### config.mk
export PLATFORM = sky130hd
export DESIGN_NAME = pe_top
export DESIGN_NICKNAME = d
export VERILOG_FILES = /design/src/rtl/pe_pkg.sv /design/src/rtl/bus_arbiter.sv /design/src/rtl/vertex_updater.sv /design/src/rtl/edge_walker.sv /design/src/rtl/event_ctrl.sv /design/src/rtl/pe_top.sv
export VERILOG_INCLUDE_DIRS = /design/src /design/src/rtl
export SDC_FILE = /design/constraint.sdc
export NUM_CORES = 1
export LEC_CHECK = 0
export BUFFER_PORTS_ARGS = -buffer_cell sky130_fd_sc_hd__clkbuf_2
export CAP_MARGIN = 40
export CORE_ASPECT_RATIO = 0.6
export CORE_MARGIN = 10
export CORE_UTILIZATION = 40
export CTS_CLUSTER_DIAMETER = 30
export CTS_CLUSTER_SIZE = 24
export DETAILED_ROUTE_END_ITERATION = 8
export PLACE_DENSITY = 0.67
export SETUP_SLACK_MARGIN = 0.15
export SYNTH_ARGS = -nofsm -noshare
export SYNTH_HDL_FRONTEND = slang
export SYNTH_SLANG_ARGS = --single-unit
### constraint.sdc
create_clock -name clk_i -period 98.2 [get_ports clk_i]
set_input_delay 14.73 -clock clk_i [delete_from_list [all_inputs] [get_ports clk_i]]
set_output_delay 14.73 -clock clk_i [all_outputs]
set_load 0.01 [all_outputs]
### src/rtl/pe_macros.svh
// ====================
// widths, memory map and PageRank constants for the processing element
// include before pe_pkg and in every RTL file that needs them
// ====================
`ifndef PE_MACROS_SVH
`define PE_MACROS_SVH

// datapath widths
`define PE_IDX_W        8
`define PE_DELTA_W      16
`define PE_ADDR_W       16
`define PE_DATA_W       32

// word-address map of the shared memory
`define PE_VERTEX_BASE  16'h0000
`define PE_ROWPTR_BASE  16'h0100
`define PE_COLIDX_BASE  16'h0200

// propagation threshold on delta
`define PE_THRESH       16'd64
// damping factor out of 256, about 0.85
`define PE_DAMP         8'd217

`endif

### src/rtl/pe_pkg.sv
// ====================
// shared types of the processing element
// events, bus requests and the two views of an edge-memory word
// ====================
`include "pe_macros.svh"

package pe_pkg;

    // ====================
    // events
    // ====================

    // same layout for incoming and propagate events
    typedef struct packed {
        logic [`PE_IDX_W-1:0]   idx;
        logic [`PE_DELTA_W-1:0] delta;
    } pe_event_t;

    // unsigned fixed point vertex value
    typedef logic [`PE_DELTA_W-1:0] vertex_val_t;

    // ====================
    // memory side
    // ====================

    // one requester's transfer towards the arbiter
    typedef struct packed {
        logic [`PE_ADDR_W-1:0] addr;
        logic                  write;
        logic [`PE_DATA_W-1:0] wdata;
    } bus_req_t;

    // edge memory word
    // rowptr: pointer of the even vertex in [0], odd vertex in [1]
    // colidx: neighbour of position 4k+n in byte n
    typedef union packed {
        logic [1:0][15:0]           rowptr;
        logic [3:0][`PE_IDX_W-1:0]  colidx;
    } edge_word_t;

endpackage

### src/rtl/bus_arbiter.sv
// ====================
// fixed-priority arbiter and APB master for the two bus requesters
// vertex updater wins ties, one transfer at a time
// ====================
`timescale 1ns/1ps
`include "pe_macros.svh"

module bus_arbiter
    import pe_pkg::*;
(
    input  logic                  clk_i,
    input  logic                  rst_i,
    input  bus_req_t              vu_req_i,
    input  logic                  vu_valid_i,
    output logic                  vu_done_o,
    input  bus_req_t              ew_req_i,
    input  logic                  ew_valid_i,
    output logic                  ew_done_o,
    output logic [`PE_DATA_W-1:0] rdata_o,
    output logic [`PE_ADDR_W-1:0] paddr_o,
    output logic                  pwrite_o,
    output logic [`PE_DATA_W-1:0] pwdata_o,
    output logic                  psel_o,
    output logic                  penable_o,
    input  logic [`PE_DATA_W-1:0] prdata_i,
    input  logic                  pready_i
);

    typedef enum logic [1:0] {S_IDLE, S_SETUP, S_ACCESS} apb_state_e;

    apb_state_e state_q;
    // 1 when the edge walker owns the bus
    logic       owner_q;
    logic       done_q;
    logic       grant;
    logic       xfer_end;
    bus_req_t   cur_q;

    // owner still holds its old request during the done cycle
    assign grant    = (state_q == S_IDLE) && !done_q && (vu_valid_i || ew_valid_i);
    assign xfer_end = (state_q == S_ACCESS) && pready_i;

    always_ff @(posedge clk_i)
    begin
        if (rst_i)
        begin
            state_q <= S_IDLE;
            owner_q <= 1'b0;
            done_q  <= 1'b0;
        end
        else
        begin
            done_q <= xfer_end;
            case (state_q)
                S_IDLE:
                begin
                    if (grant)
                    begin
                        state_q <= S_SETUP;
                        owner_q <= !vu_valid_i;
                    end
                end
                S_SETUP:  state_q <= S_ACCESS;
                S_ACCESS: if (pready_i) state_q <= S_IDLE;
                default:  state_q <= S_IDLE;
            endcase
        end
    end

    always_ff @(posedge clk_i)
    begin
        if (grant)
            cur_q <= vu_valid_i ? vu_req_i : ew_req_i;
        if (xfer_end)
            rdata_o <= prdata_i;
    end

    assign paddr_o   = cur_q.addr;
    assign pwrite_o  = cur_q.write;
    assign pwdata_o  = cur_q.wdata;
    assign psel_o    = (state_q != S_IDLE);
    assign penable_o = (state_q == S_ACCESS);
    assign vu_done_o = done_q && !owner_q;
    assign ew_done_o = done_q && owner_q;

endmodule

### src/rtl/vertex_updater.sv
// ====================
// read-update-write of one vertex value over the shared bus
// start_i launches it, fin_o marks the completed write-back
// ====================
`timescale 1ns/1ps
`include "pe_macros.svh"

module vertex_updater
    import pe_pkg::*;
(
    input  logic                  clk_i,
    input  logic                  rst_i,
    input  logic                  start_i,
    input  pe_event_t             ev_i,
    output bus_req_t              req_o,
    output logic                  req_valid_o,
    input  logic                  done_i,
    input  logic [`PE_DATA_W-1:0] rdata_i,
    output logic                  fin_o
);

    typedef enum logic [1:0] {S_IDLE, S_READ, S_WRITE} vu_state_e;

    vu_state_e   state_q;
    pe_event_t   ev_q;
    vertex_val_t val_q;

    always_ff @(posedge clk_i)
    begin
        if (rst_i)
            state_q <= S_IDLE;
        else
        begin
            case (state_q)
                S_IDLE:  if (start_i) state_q <= S_READ;
                S_READ:  if (done_i) state_q <= S_WRITE;
                S_WRITE: if (done_i) state_q <= S_IDLE;
                default: state_q <= S_IDLE;
            endcase
        end
    end

    always_ff @(posedge clk_i)
    begin
        if (start_i)
            ev_q <= ev_i;
        // value sits in the low half, 16-bit wrap on the sum
        if ((state_q == S_READ) && done_i)
            val_q <= rdata_i[`PE_DELTA_W-1:0] + ev_q.delta;
    end

    assign req_valid_o = (state_q != S_IDLE);
    assign req_o.addr  = `PE_VERTEX_BASE + {{(`PE_ADDR_W-`PE_IDX_W){1'b0}}, ev_q.idx};
    assign req_o.write = (state_q == S_WRITE);
    assign req_o.wdata = {{(`PE_DATA_W-`PE_DELTA_W){1'b0}}, val_q};
    assign fin_o       = (state_q == S_WRITE) && done_i;

endmodule

### src/rtl/edge_walker.sv
// ====================
// adjacency walk of one vertex: row pointers, degree, propagate delta,
// then one propagate event per neighbour in column order
// ====================
`timescale 1ns/1ps
`include "pe_macros.svh"

module edge_walker
    import pe_pkg::*;
(
    input  logic                  clk_i,
    input  logic                  rst_i,
    input  logic                  start_i,
    input  pe_event_t             ev_i,
    output bus_req_t              req_o,
    output logic                  req_valid_o,
    input  logic                  done_i,
    input  logic [`PE_DATA_W-1:0] rdata_i,
    output pe_event_t             pro_o,
    output logic                  pro_valid_o,
    input  logic                  pro_ready_i,
    output logic                  fin_o
);

    typedef enum logic [2:0] {S_IDLE, S_ROW0, S_ROW1, S_DIV, S_COL, S_EMIT} ew_state_e;

    ew_state_e              state_q;
    logic                   fin_q;
    logic                   odd_q;
    logic [`PE_ADDR_W-1:0]  rp_addr_q;
    // pos_q starts at the first pointer and walks to end_q
    logic [15:0]            pos_q;
    logic [15:0]            end_q;
    logic [`PE_DELTA_W-1:0] num_q;
    logic [`PE_DELTA_W-1:0] pdelta_q;
    edge_word_t             col_q;
    edge_word_t             rp_word;
    logic [`PE_DELTA_W+7:0] damped;
    logic [15:0]            degree;
    logic [15:0]            pos_next;

    assign rp_word  = rdata_i;
    assign damped   = {8'd0, ev_i.delta} * {{`PE_DELTA_W{1'b0}}, `PE_DAMP};
    assign degree   = end_q - pos_q;
    assign pos_next = pos_q + 16'd1;

    // ====================
    // control
    // ====================
    always_ff @(posedge clk_i)
    begin
        if (rst_i)
        begin
            state_q <= S_IDLE;
            fin_q   <= 1'b0;
        end
        else
        begin
            fin_q <= 1'b0;
            case (state_q)
                S_IDLE: if (start_i) state_q <= S_ROW0;
                S_ROW0: if (done_i) state_q <= odd_q ? S_ROW1 : S_DIV;
                S_ROW1: if (done_i) state_q <= S_DIV;
                S_DIV:
                begin
                    // sink vertex, nothing to send
                    if (degree == 16'd0)
                    begin
                        state_q <= S_IDLE;
                        fin_q   <= 1'b1;
                    end
                    else
                        state_q <= S_COL;
                end
                S_COL: if (done_i) state_q <= S_EMIT;
                S_EMIT:
                begin
                    if (pro_ready_i)
                    begin
                        if (pos_next == end_q)
                        begin
                            state_q <= S_IDLE;
                            fin_q   <= 1'b1;
                        end
                        else if (pos_next[1:0] == 2'b00)
                            state_q <= S_COL;
                    end
                end
                default: state_q <= S_IDLE;
            endcase
        end
    end

    // ====================
    // datapath
    // ====================
    always_ff @(posedge clk_i)
    begin
        if (start_i)
        begin
            odd_q     <= ev_i.idx[0];
            num_q     <= damped[`PE_DELTA_W+7:8];
            rp_addr_q <= `PE_ROWPTR_BASE
                         + {{(`PE_ADDR_W-`PE_IDX_W+1){1'b0}}, ev_i.idx[`PE_IDX_W-1:1]};
        end
        if ((state_q == S_ROW0) && done_i)
        begin
            // odd vertex finds its end pointer in the next word
            if (odd_q)
            begin
                pos_q     <= rp_word.rowptr[1];
                rp_addr_q <= rp_addr_q + 1'b1;
            end
            else
            begin
                pos_q <= rp_word.rowptr[0];
                end_q <= rp_word.rowptr[1];
            end
        end
        if ((state_q == S_ROW1) && done_i)
            end_q <= rp_word.rowptr[0];
        if ((state_q == S_DIV) && (degree != 16'd0))
            pdelta_q <= num_q / degree;
        if ((state_q == S_COL) && done_i)
            col_q <= rdata_i;
        if ((state_q == S_EMIT) && pro_ready_i)
            pos_q <= pos_next;
    end

    assign req_valid_o = (state_q == S_ROW0) || (state_q == S_ROW1) || (state_q == S_COL);
    assign req_o.addr  = (state_q == S_COL) ? `PE_COLIDX_BASE + {2'b00, pos_q[15:2]}
                                            : rp_addr_q;
    assign req_o.write = 1'b0;
    assign req_o.wdata = '0;

    assign pro_valid_o = (state_q == S_EMIT);
    assign pro_o.idx   = col_q.colidx[pos_q[1:0]];
    assign pro_o.delta = pdelta_q;
    assign fin_o       = fin_q;

endmodule

### src/rtl/event_ctrl.sv
// ====================
// event intake: accepts one event at a time, applies the threshold
// and starts the updater and, above threshold, the edge walker
// ====================
`timescale 1ns/1ps
`include "pe_macros.svh"

module event_ctrl
    import pe_pkg::*;
(
    input  logic      clk_i,
    input  logic      rst_i,
    input  pe_event_t ev_i,
    input  logic      ev_valid_i,
    output logic      ev_ready_o,
    output pe_event_t ev_o,
    output logic      vu_start_o,
    output logic      ew_start_o,
    input  logic      vu_fin_i,
    input  logic      ew_fin_i
);

    // one flag per started worker
    logic      vu_pend_q;
    logic      ew_pend_q;
    logic      accept;
    logic      above;
    pe_event_t ev_q;

    // idle means no worker pending
    assign ev_ready_o = !vu_pend_q && !ew_pend_q;
    assign accept     = ev_valid_i && ev_ready_o;
    assign above      = (ev_i.delta > `PE_THRESH);

    always_ff @(posedge clk_i)
    begin
        if (rst_i)
        begin
            vu_pend_q  <= 1'b0;
            ew_pend_q  <= 1'b0;
            vu_start_o <= 1'b0;
            ew_start_o <= 1'b0;
        end
        else
        begin
            vu_start_o <= accept;
            ew_start_o <= accept && above;
            if (accept)
            begin
                vu_pend_q <= 1'b1;
                ew_pend_q <= above;
            end
            else
            begin
                if (vu_fin_i)
                    vu_pend_q <= 1'b0;
                if (ew_fin_i)
                    ew_pend_q <= 1'b0;
            end
        end
    end

    always_ff @(posedge clk_i)
    begin
        if (accept)
            ev_q <= ev_i;
    end

    assign ev_o = ev_q;

endmodule

### src/rtl/pe_top.sv
// ====================
// processing element top: event intake, the two workers and the
// shared APB memory master
// ====================
`timescale 1ns/1ps
`include "pe_macros.svh"

module pe_top
    import pe_pkg::*;
(
    input  logic                  clk_i,
    input  logic                  rst_i,
    input  pe_event_t             ev_i,
    input  logic                  ev_valid_i,
    output logic                  ev_ready_o,
    output pe_event_t             pro_o,
    output logic                  pro_valid_o,
    input  logic                  pro_ready_i,
    output logic [`PE_ADDR_W-1:0] paddr_o,
    output logic                  pwrite_o,
    output logic [`PE_DATA_W-1:0] pwdata_o,
    output logic                  psel_o,
    output logic                  penable_o,
    input  logic [`PE_DATA_W-1:0] prdata_i,
    input  logic                  pready_i
);

    pe_event_t             ev_cur;
    logic                  vu_start;
    logic                  ew_start;
    logic                  vu_fin;
    logic                  ew_fin;
    bus_req_t              vu_req;
    bus_req_t              ew_req;
    logic                  vu_req_valid;
    logic                  ew_req_valid;
    logic                  vu_done;
    logic                  ew_done;
    logic [`PE_DATA_W-1:0] rdata;

    event_ctrl u_event_ctrl (
        .clk_i      (clk_i),
        .rst_i      (rst_i),
        .ev_i       (ev_i),
        .ev_valid_i (ev_valid_i),
        .ev_ready_o (ev_ready_o),
        .ev_o       (ev_cur),
        .vu_start_o (vu_start),
        .ew_start_o (ew_start),
        .vu_fin_i   (vu_fin),
        .ew_fin_i   (ew_fin)
    );

    vertex_updater u_vertex_updater (
        .clk_i       (clk_i),
        .rst_i       (rst_i),
        .start_i     (vu_start),
        .ev_i        (ev_cur),
        .req_o       (vu_req),
        .req_valid_o (vu_req_valid),
        .done_i      (vu_done),
        .rdata_i     (rdata),
        .fin_o       (vu_fin)
    );

    edge_walker u_edge_walker (
        .clk_i       (clk_i),
        .rst_i       (rst_i),
        .start_i     (ew_start),
        .ev_i        (ev_cur),
        .req_o       (ew_req),
        .req_valid_o (ew_req_valid),
        .done_i      (ew_done),
        .rdata_i     (rdata),
        .pro_o       (pro_o),
        .pro_valid_o (pro_valid_o),
        .pro_ready_i (pro_ready_i),
        .fin_o       (ew_fin)
    );

    bus_arbiter u_bus_arbiter (
        .clk_i      (clk_i),
        .rst_i      (rst_i),
        .vu_req_i   (vu_req),
        .vu_valid_i (vu_req_valid),
        .vu_done_o  (vu_done),
        .ew_req_i   (ew_req),
        .ew_valid_i (ew_req_valid),
        .ew_done_o  (ew_done),
        .rdata_o    (rdata),
        .paddr_o    (paddr_o),
        .pwrite_o   (pwrite_o),
        .pwdata_o   (pwdata_o),
        .psel_o     (psel_o),
        .penable_o  (penable_o),
        .prdata_i   (prdata_i),
        .pready_i   (pready_i)
    );

endmodule

-- Word-level counts from Yosys, hierarchy flattened
Cells that the tools add are included.
W data, S select, Z words.
- bits of input ports: 61
- register bits: 272
- muxes and demuxes: 38
- $mul: 1
- divide/modulo/power cells: 1
- reduce and logical (&&, ||, !) cells: 40
- $add $sub $neg: 6
- equal/unequal tests: 22
- $lt $le $gt $ge: 2
- operators by type and width (kind ; count):
    $mux W16 ; 10
    $mux W41 ; 1
    $add A16 B1 Y16 const B ; 2
    $mul A16 B8 Y24 const B ; 1
    $mux W3 ; 8
    $pmux W3 S6 ; 1
    $add A16 B16 Y16 ; 1
    $bmux W8 S2 ; 1
    $div A16 B16 Y16 ; 1
    $eq A16 B16 Y1 ; 1
    $gt A16 B7 Y1 const B ; 1
    $logic_not A16 Y1 ; 1
    $reduce_bool A16 Y1 ; 1
    $sub A16 B16 Y16 ; 1
    $add A10 B14 Y15 const A ; 1
    $logic_and A1 B1 Y1 ; 15
    $ne A2 B1 Y1 const B ; 7
    $pmux W2 S3 ; 2
    $reduce_bool A2 Y1 ; 6
    $add A9 B7 Y10 const A ; 1
    $mux W2 ; 5
    $mux W1 ; 8
    $mux W8 ; 1
    $ne A2 B2 Y1 const B ; 4
    other kinds (15) ; 29

-- Depth between registers and ports, before layout
- depth after elaboration: 7
- gate-level depth with buffers: 166

-- Modules after synthesis
Synthesis repeated with hierarchy kept, for this count alone.
- cells, all modules: 2219
- area total of the unflattened synthesis: 22231.3 um^2
- by module, submodules not included (module ; times used ; cells an instance ; seq. area each (um^2) ; area an instance (um^2)):
    edge_walker ; 1 ; 1846 ; 3313.2 ; 15854.0
    bus_arbiter ; 1 ; 156 ; 2512.4 ; 3201.8
    vertex_updater ; 1 ; 171 ; 1241.2 ; 2242.2
    event_ctrl ; 1 ; 46 ; 800.8 ; 933.4

-- Worst setup path after synthesis
No wires, ideal clock.
- path type: register to register
- start point: register u_edge_walker.pos_q[0]
- end point: register u_edge_walker.pdelta_q[0], data pin
- clock period less this slack: 31.879 ns
- slack: 66.321 ns
- data required time: 97.938 ns
- library setup time: 0.262 ns
- arrival: 31.617 ns
- stages on the path, launching flop included: 158
- path through: edfxtp_1 > ha_1 > fa_1 > nand2b_1 > a21oi_1 > o21ai_1 > o211ai_1 > o31ai_1 > nor4b_4 > buf_2 > nand2_1 > nor2_1 > nor2_1 > a21oi_1 > ha_1 > o21a_1 > o21ai_0 > nor2_1 > [122 not listed] > a21oi_1 > a21oi_1 > a311oi_1 > clkbuf_1 > clkbuf_1 > nor2_1 > a21oi_1 > ha_1 > a21o_1 > a21o_1 > a21o_1 > a21o_1 > a21o_1 > a21o_1 > a21oi_1 > o21ai_0 > a31oi_1 > o21ai_0
- cells in the longest elaborated chain, start to end: 2
- RTL lines (element ; RTL line ; source):
    start: declaration ; edge_walker.sv:32 ; logic [15:0] pos_q;
    start signal: assignment ; edge_walker.sv:111 ; pos_q <= rp_word.rowptr[1];
    start signal: assignment ; edge_walker.sv:116 ; pos_q <= rp_word.rowptr[0];
    start signal: assignment ; edge_walker.sv:127 ; pos_q <= pos_next;
    $sub A16 B16 Y16 ; edge_walker.sv:44 ; assign degree = end_q - pos_q;
    $div A16 B16 Y16 ; edge_walker.sv:123 ; pdelta_q <= num_q / degree;
    end signal: assignment ; edge_walker.sv:123 ;
    end: declaration ; edge_walker.sv:35 ; logic [`PE_DELTA_W-1:0] pdelta_q;
Every way passes these cells.
A chain may end at the register's enable or synchronous reset.

-- Worst setup path in the final report
- start point: register u_edge_walker.pos_q[1]
- end point: register u_edge_walker.pdelta_q[0], data pin
The elaborated chain is that of the path after synthesis.

==> summary.txt <==
Run status
  • Outcome: complete, no violations

Logic synthesis
  • Post-synth top flop: edfxtp_1
  • Post-synth design cell area: 20700 um^2
  • FF+latch count, synth: between 200 and 300
  • Post-synth EDFFs: ~230
  • Synth area leader: edfxtp_1
  • Mapped Cells: around 2100
  • Syn_area_per_cell: ~9.7 um^2
  • Commonest cells post-synth: 232 x ha_1, 226 x edfxtp_1, 198 x nor2_1, 150 x inv_1, 145 x nand2_1
  • Cell with the most instances after synthesis: ha_1
  • Top cells by area, synth: edfxtp_1 33%, ha_1 14%, fa_1 3.7%, nor2_1 3.6%, xnor2_1 3.1%
  • Ys async rst share: 0%
  • Top cell type's share of synthesized area: around 33%
  • YS warnings: 0
  • Synth cell types: between 90 and 100
  • Sequential-to-total area share from yosys stat: between 30% and 40%

Detailed routing
  • 1st-pass router iterations: 6
  • Metal2 WL: 24100 um
  • Metal-1 WL: 28900 um
  • Highest Signal Layer: met5
  • Metal3 WL: 8160 um
  • Antenna viol nets, final: 0
  • Residual DRC count: 0
  • DR vias/cell: approximately 5.8
  • Initial drt markers: around 1900
  • Drt total wl: approximately 62000 um
  • WL per Instance: between 20 and 25 um
  • Vias: roughly 17000

CTS
  • Clock Tree Buf Depth: 3
  • Hold buffer count at cts: 0
  • Clock root cell: clkbuf_16
  • Clock slew at the register clock pins of the worst setup and hold paths: approximately 0.06 ns
  • Clock tree sinks: between 200 and 300
  • Num CTS Buffers: 46
  • Clk Latency, worst-skew pair: ~0.58 ns
  • # resized after CTS: 0
  • Postcts setup bufs: 0
  • H-tree Lvls: 2
  • CTS tree: built

Global route
  • Global-route wire length before repair: approximately 96000 um
  • GRT overflow: 0
  • Vias in the first global route: between 15000 and 20000
  • Total GRT Usage: approximately a fifth
  • Largest net degree at the start of global routing: 36
  • Initial antenna violation count: 1

Critical path
  • R2r setup slk: slightly below 60 ns
  • CP Data Required Time: slightly below 100 ns
  • Slowest-stage cell, CP: edfxtp_1
  • Critical Path End Type: flop
  • Reg2reg start: u_edge_walker.pos_q[1]
  • Buf/Inv on CP: 11
  • FF-to-FF path depth: ~150
  • Worst Path Max Fanout: 28
  • Startpoint Class: flop
  • Top cell family by delay on the critical path: compound AO/OA/AOI/OAI gates
  • R2r endpoint: u_edge_walker.pdelta_q[0]
  • Critical Path AT: between 30 and 40 ns
  • Delay of the slowest critical-path stage: about 0.87 ns
  • Crit path top cell by count: ha_1
  • Kind of critical path: reg2reg

Min path
  • Hold Path End: u_edge_walker.rp_addr_q[15]
  • Hold Crit Start: u_edge_walker.rp_addr_q[15]
  • WHS Path Cells: 1
  • Hold Path Class: reg2reg

Timing
  • RSZ-0062 raised after global routing: no
  • Endpoints failing setup: 0
  • Clock skew: between 0.05 and 0.06 ns
  • Worst-margin pin slew: about 0.91 ns
  • Final Max Tran Viols: 0
  • Final hold vios: 0
  • Relative slew slack: approximately two fifths
  • Tcrit/Tclk final: about 40%
  • F_max: about 25 MHz
  • Setup TNS: 0 ns
  • Final min period: approximately 40 ns

Layout
  • Inserted Diodes: 0
  • Fill cells: about 4700
  • Final instance area: ~24000 um^2
  • Register area: 7390 um^2
  • Layout cells sized above 1: approximately 15%
  • Nets: 2592
  • Area delta synth->final: 14.7%
  • Area occupied by multi-input gates: about 12000 um^2

Floorplanning
  • Die Span X: roughly 310 um
  • Die area: around 61000 um^2
  • I/O pin cnt: 138
  • Die H: about 200 um
  • Row count: 64
  • Starting Density: 40.5%
  • Core Area: ~50000 um^2

Power and ir drop
  • Power Density: approximately 22 nW/um^2
  • Total power: roughly 0.52 mW
  • Pleak: roughly 9.9 nW
  • Maximum VDD drop: 0.0000173 V

Place
  • Detail Placement HPWL: 49600 um
  • GP Congestion: approximately 1
  • Port Buffers: around 120
  • Area post-placement: between 20000 and 25000 um^2

Run
  • Maxcap violations: 0
-- worst reg2reg max path, delay by kind of cell, from the launching register on --
kind / cells / cell delay (ns)
simple gates: 40 / 9.03
mux: 4 / 1.38
fa+ha+maj: 16 / 4.96
buf+inv: 11 / 3.54
compound gates: 75 / 19.56
flops: 1 / 0.87
-- layout make-up --
cell class | count | area share, %
timing repair buffer | 151 | 3.60
clock inverter | 40 | 1.74
sequential | 256 | 31.2
clock buffer | 46 | 4.86
multi-input combinational | 1653 | 52.6
tap | 693 | 3.66
inverter | 153 | 2.42
-- registers in the layout, indices dropped and copies added (netlist names), 2 cells and up --
name and flops:
u_vertex_updater.state_q 2, u_bus_arbiter.rdata_o 32, u_edge_walker.rp_addr_q 16, u_edge_walker.num_q 16, u_vertex_updater.ev_q 24, u_edge_walker.state_q 3
u_edge_walker.pdelta_q 16, u_bus_arbiter.pwdata_o 16, u_bus_arbiter.paddr_o 16, u_bus_arbiter.state_q 2, u_edge_walker.pos_q 16, u_vertex_updater.val_q 16
u_edge_walker.col_q 32, u_edge_walker.end_q 16, u_event_ctrl.ev_o 24
-- report_power, final --
part           total [mW]  internal [mW]  switching (mW)
Combinational       0.217         0.0924           0.124
Clock               0.157         0.0910          0.0657
Sequential          0.143          0.133         0.00982
Total               0.517          0.317           0.200
-- per-layer routing --
metal	GRT usage, %	vias to the layer above
met1	28.4	8255
met2	26.9	812
met3	7.66	90
met5	0	-
li1	-	8136
met4	4.52	2
-- how the worst max path moves through the flow --
stage,startpoint,end,cells past startpoint
2_1_floorplan,u_edge_walker.pos_q[0],u_edge_walker.pdelta_q[0],157
3_3_place_gp,u_edge_walker.pos_q[1],u_edge_walker.pdelta_q[0],147
3_5_place_dp,u_edge_walker.pos_q[1],u_edge_walker.pdelta_q[0],147
4_1_cts,u_edge_walker.pos_q[1],u_edge_walker.pdelta_q[0],147
5_1_grt,u_edge_walker.pos_q[1],u_edge_walker.pdelta_q[0],151
6_report,u_edge_walker.pos_q[1],u_edge_walker.pdelta_q[0],146
-- through the flow --
stage | cells | hold WS, ns | utilization [%] | setup slack [ns]
2_1_floorplan | 2140 | 0.420 | - | 66.32
3_3_place_gp | 2900 | 0.436 | 43.3 | 61.36
3_5_place_dp | 2904 | 0.445 | 43.4 | 59.85
4_1_cts | 2990 | 0.458 | 46.5 | 59.71
5_1_grt | 2992 | 0.458 | 46.5 | 56.04
6_report | 2992 | 0.460 | 46.5 | 58.60
-- cells in the final DEF, fill, tap and decap left out, types with 40 or more instances in the layout --
cell       instances
a21oi_1          106
clkbuf_16         46
clkbuf_2         122
edfxtp_1         226
ha_1             232
inv_1            150
mux2_2            40
nand2_1          145
nand3_1           50
nor2_1           196
nor3_1            76
o21a_1            41
o21ai_0           97
xnor2_1           72
xor2_1            47
-- cells by family (layout without fill, tap and decap cells) --
family,after synthesis,count (layout),synth area share [%]
adder cells (fa/ha/maj),270,270,17.7
buffers and inverters,231,390,4.51
XOR/XNOR,119,119,5.04
AO/OA/AOI/OAI,498,498,16.6
flip-flops,256,256,35.7
multiplexers,72,72,4.21
AND/OR/NAND/NOR,678,678,16.2
other,1,16,0.0181
Note: power is estimated with default switching activity, not from simulation.
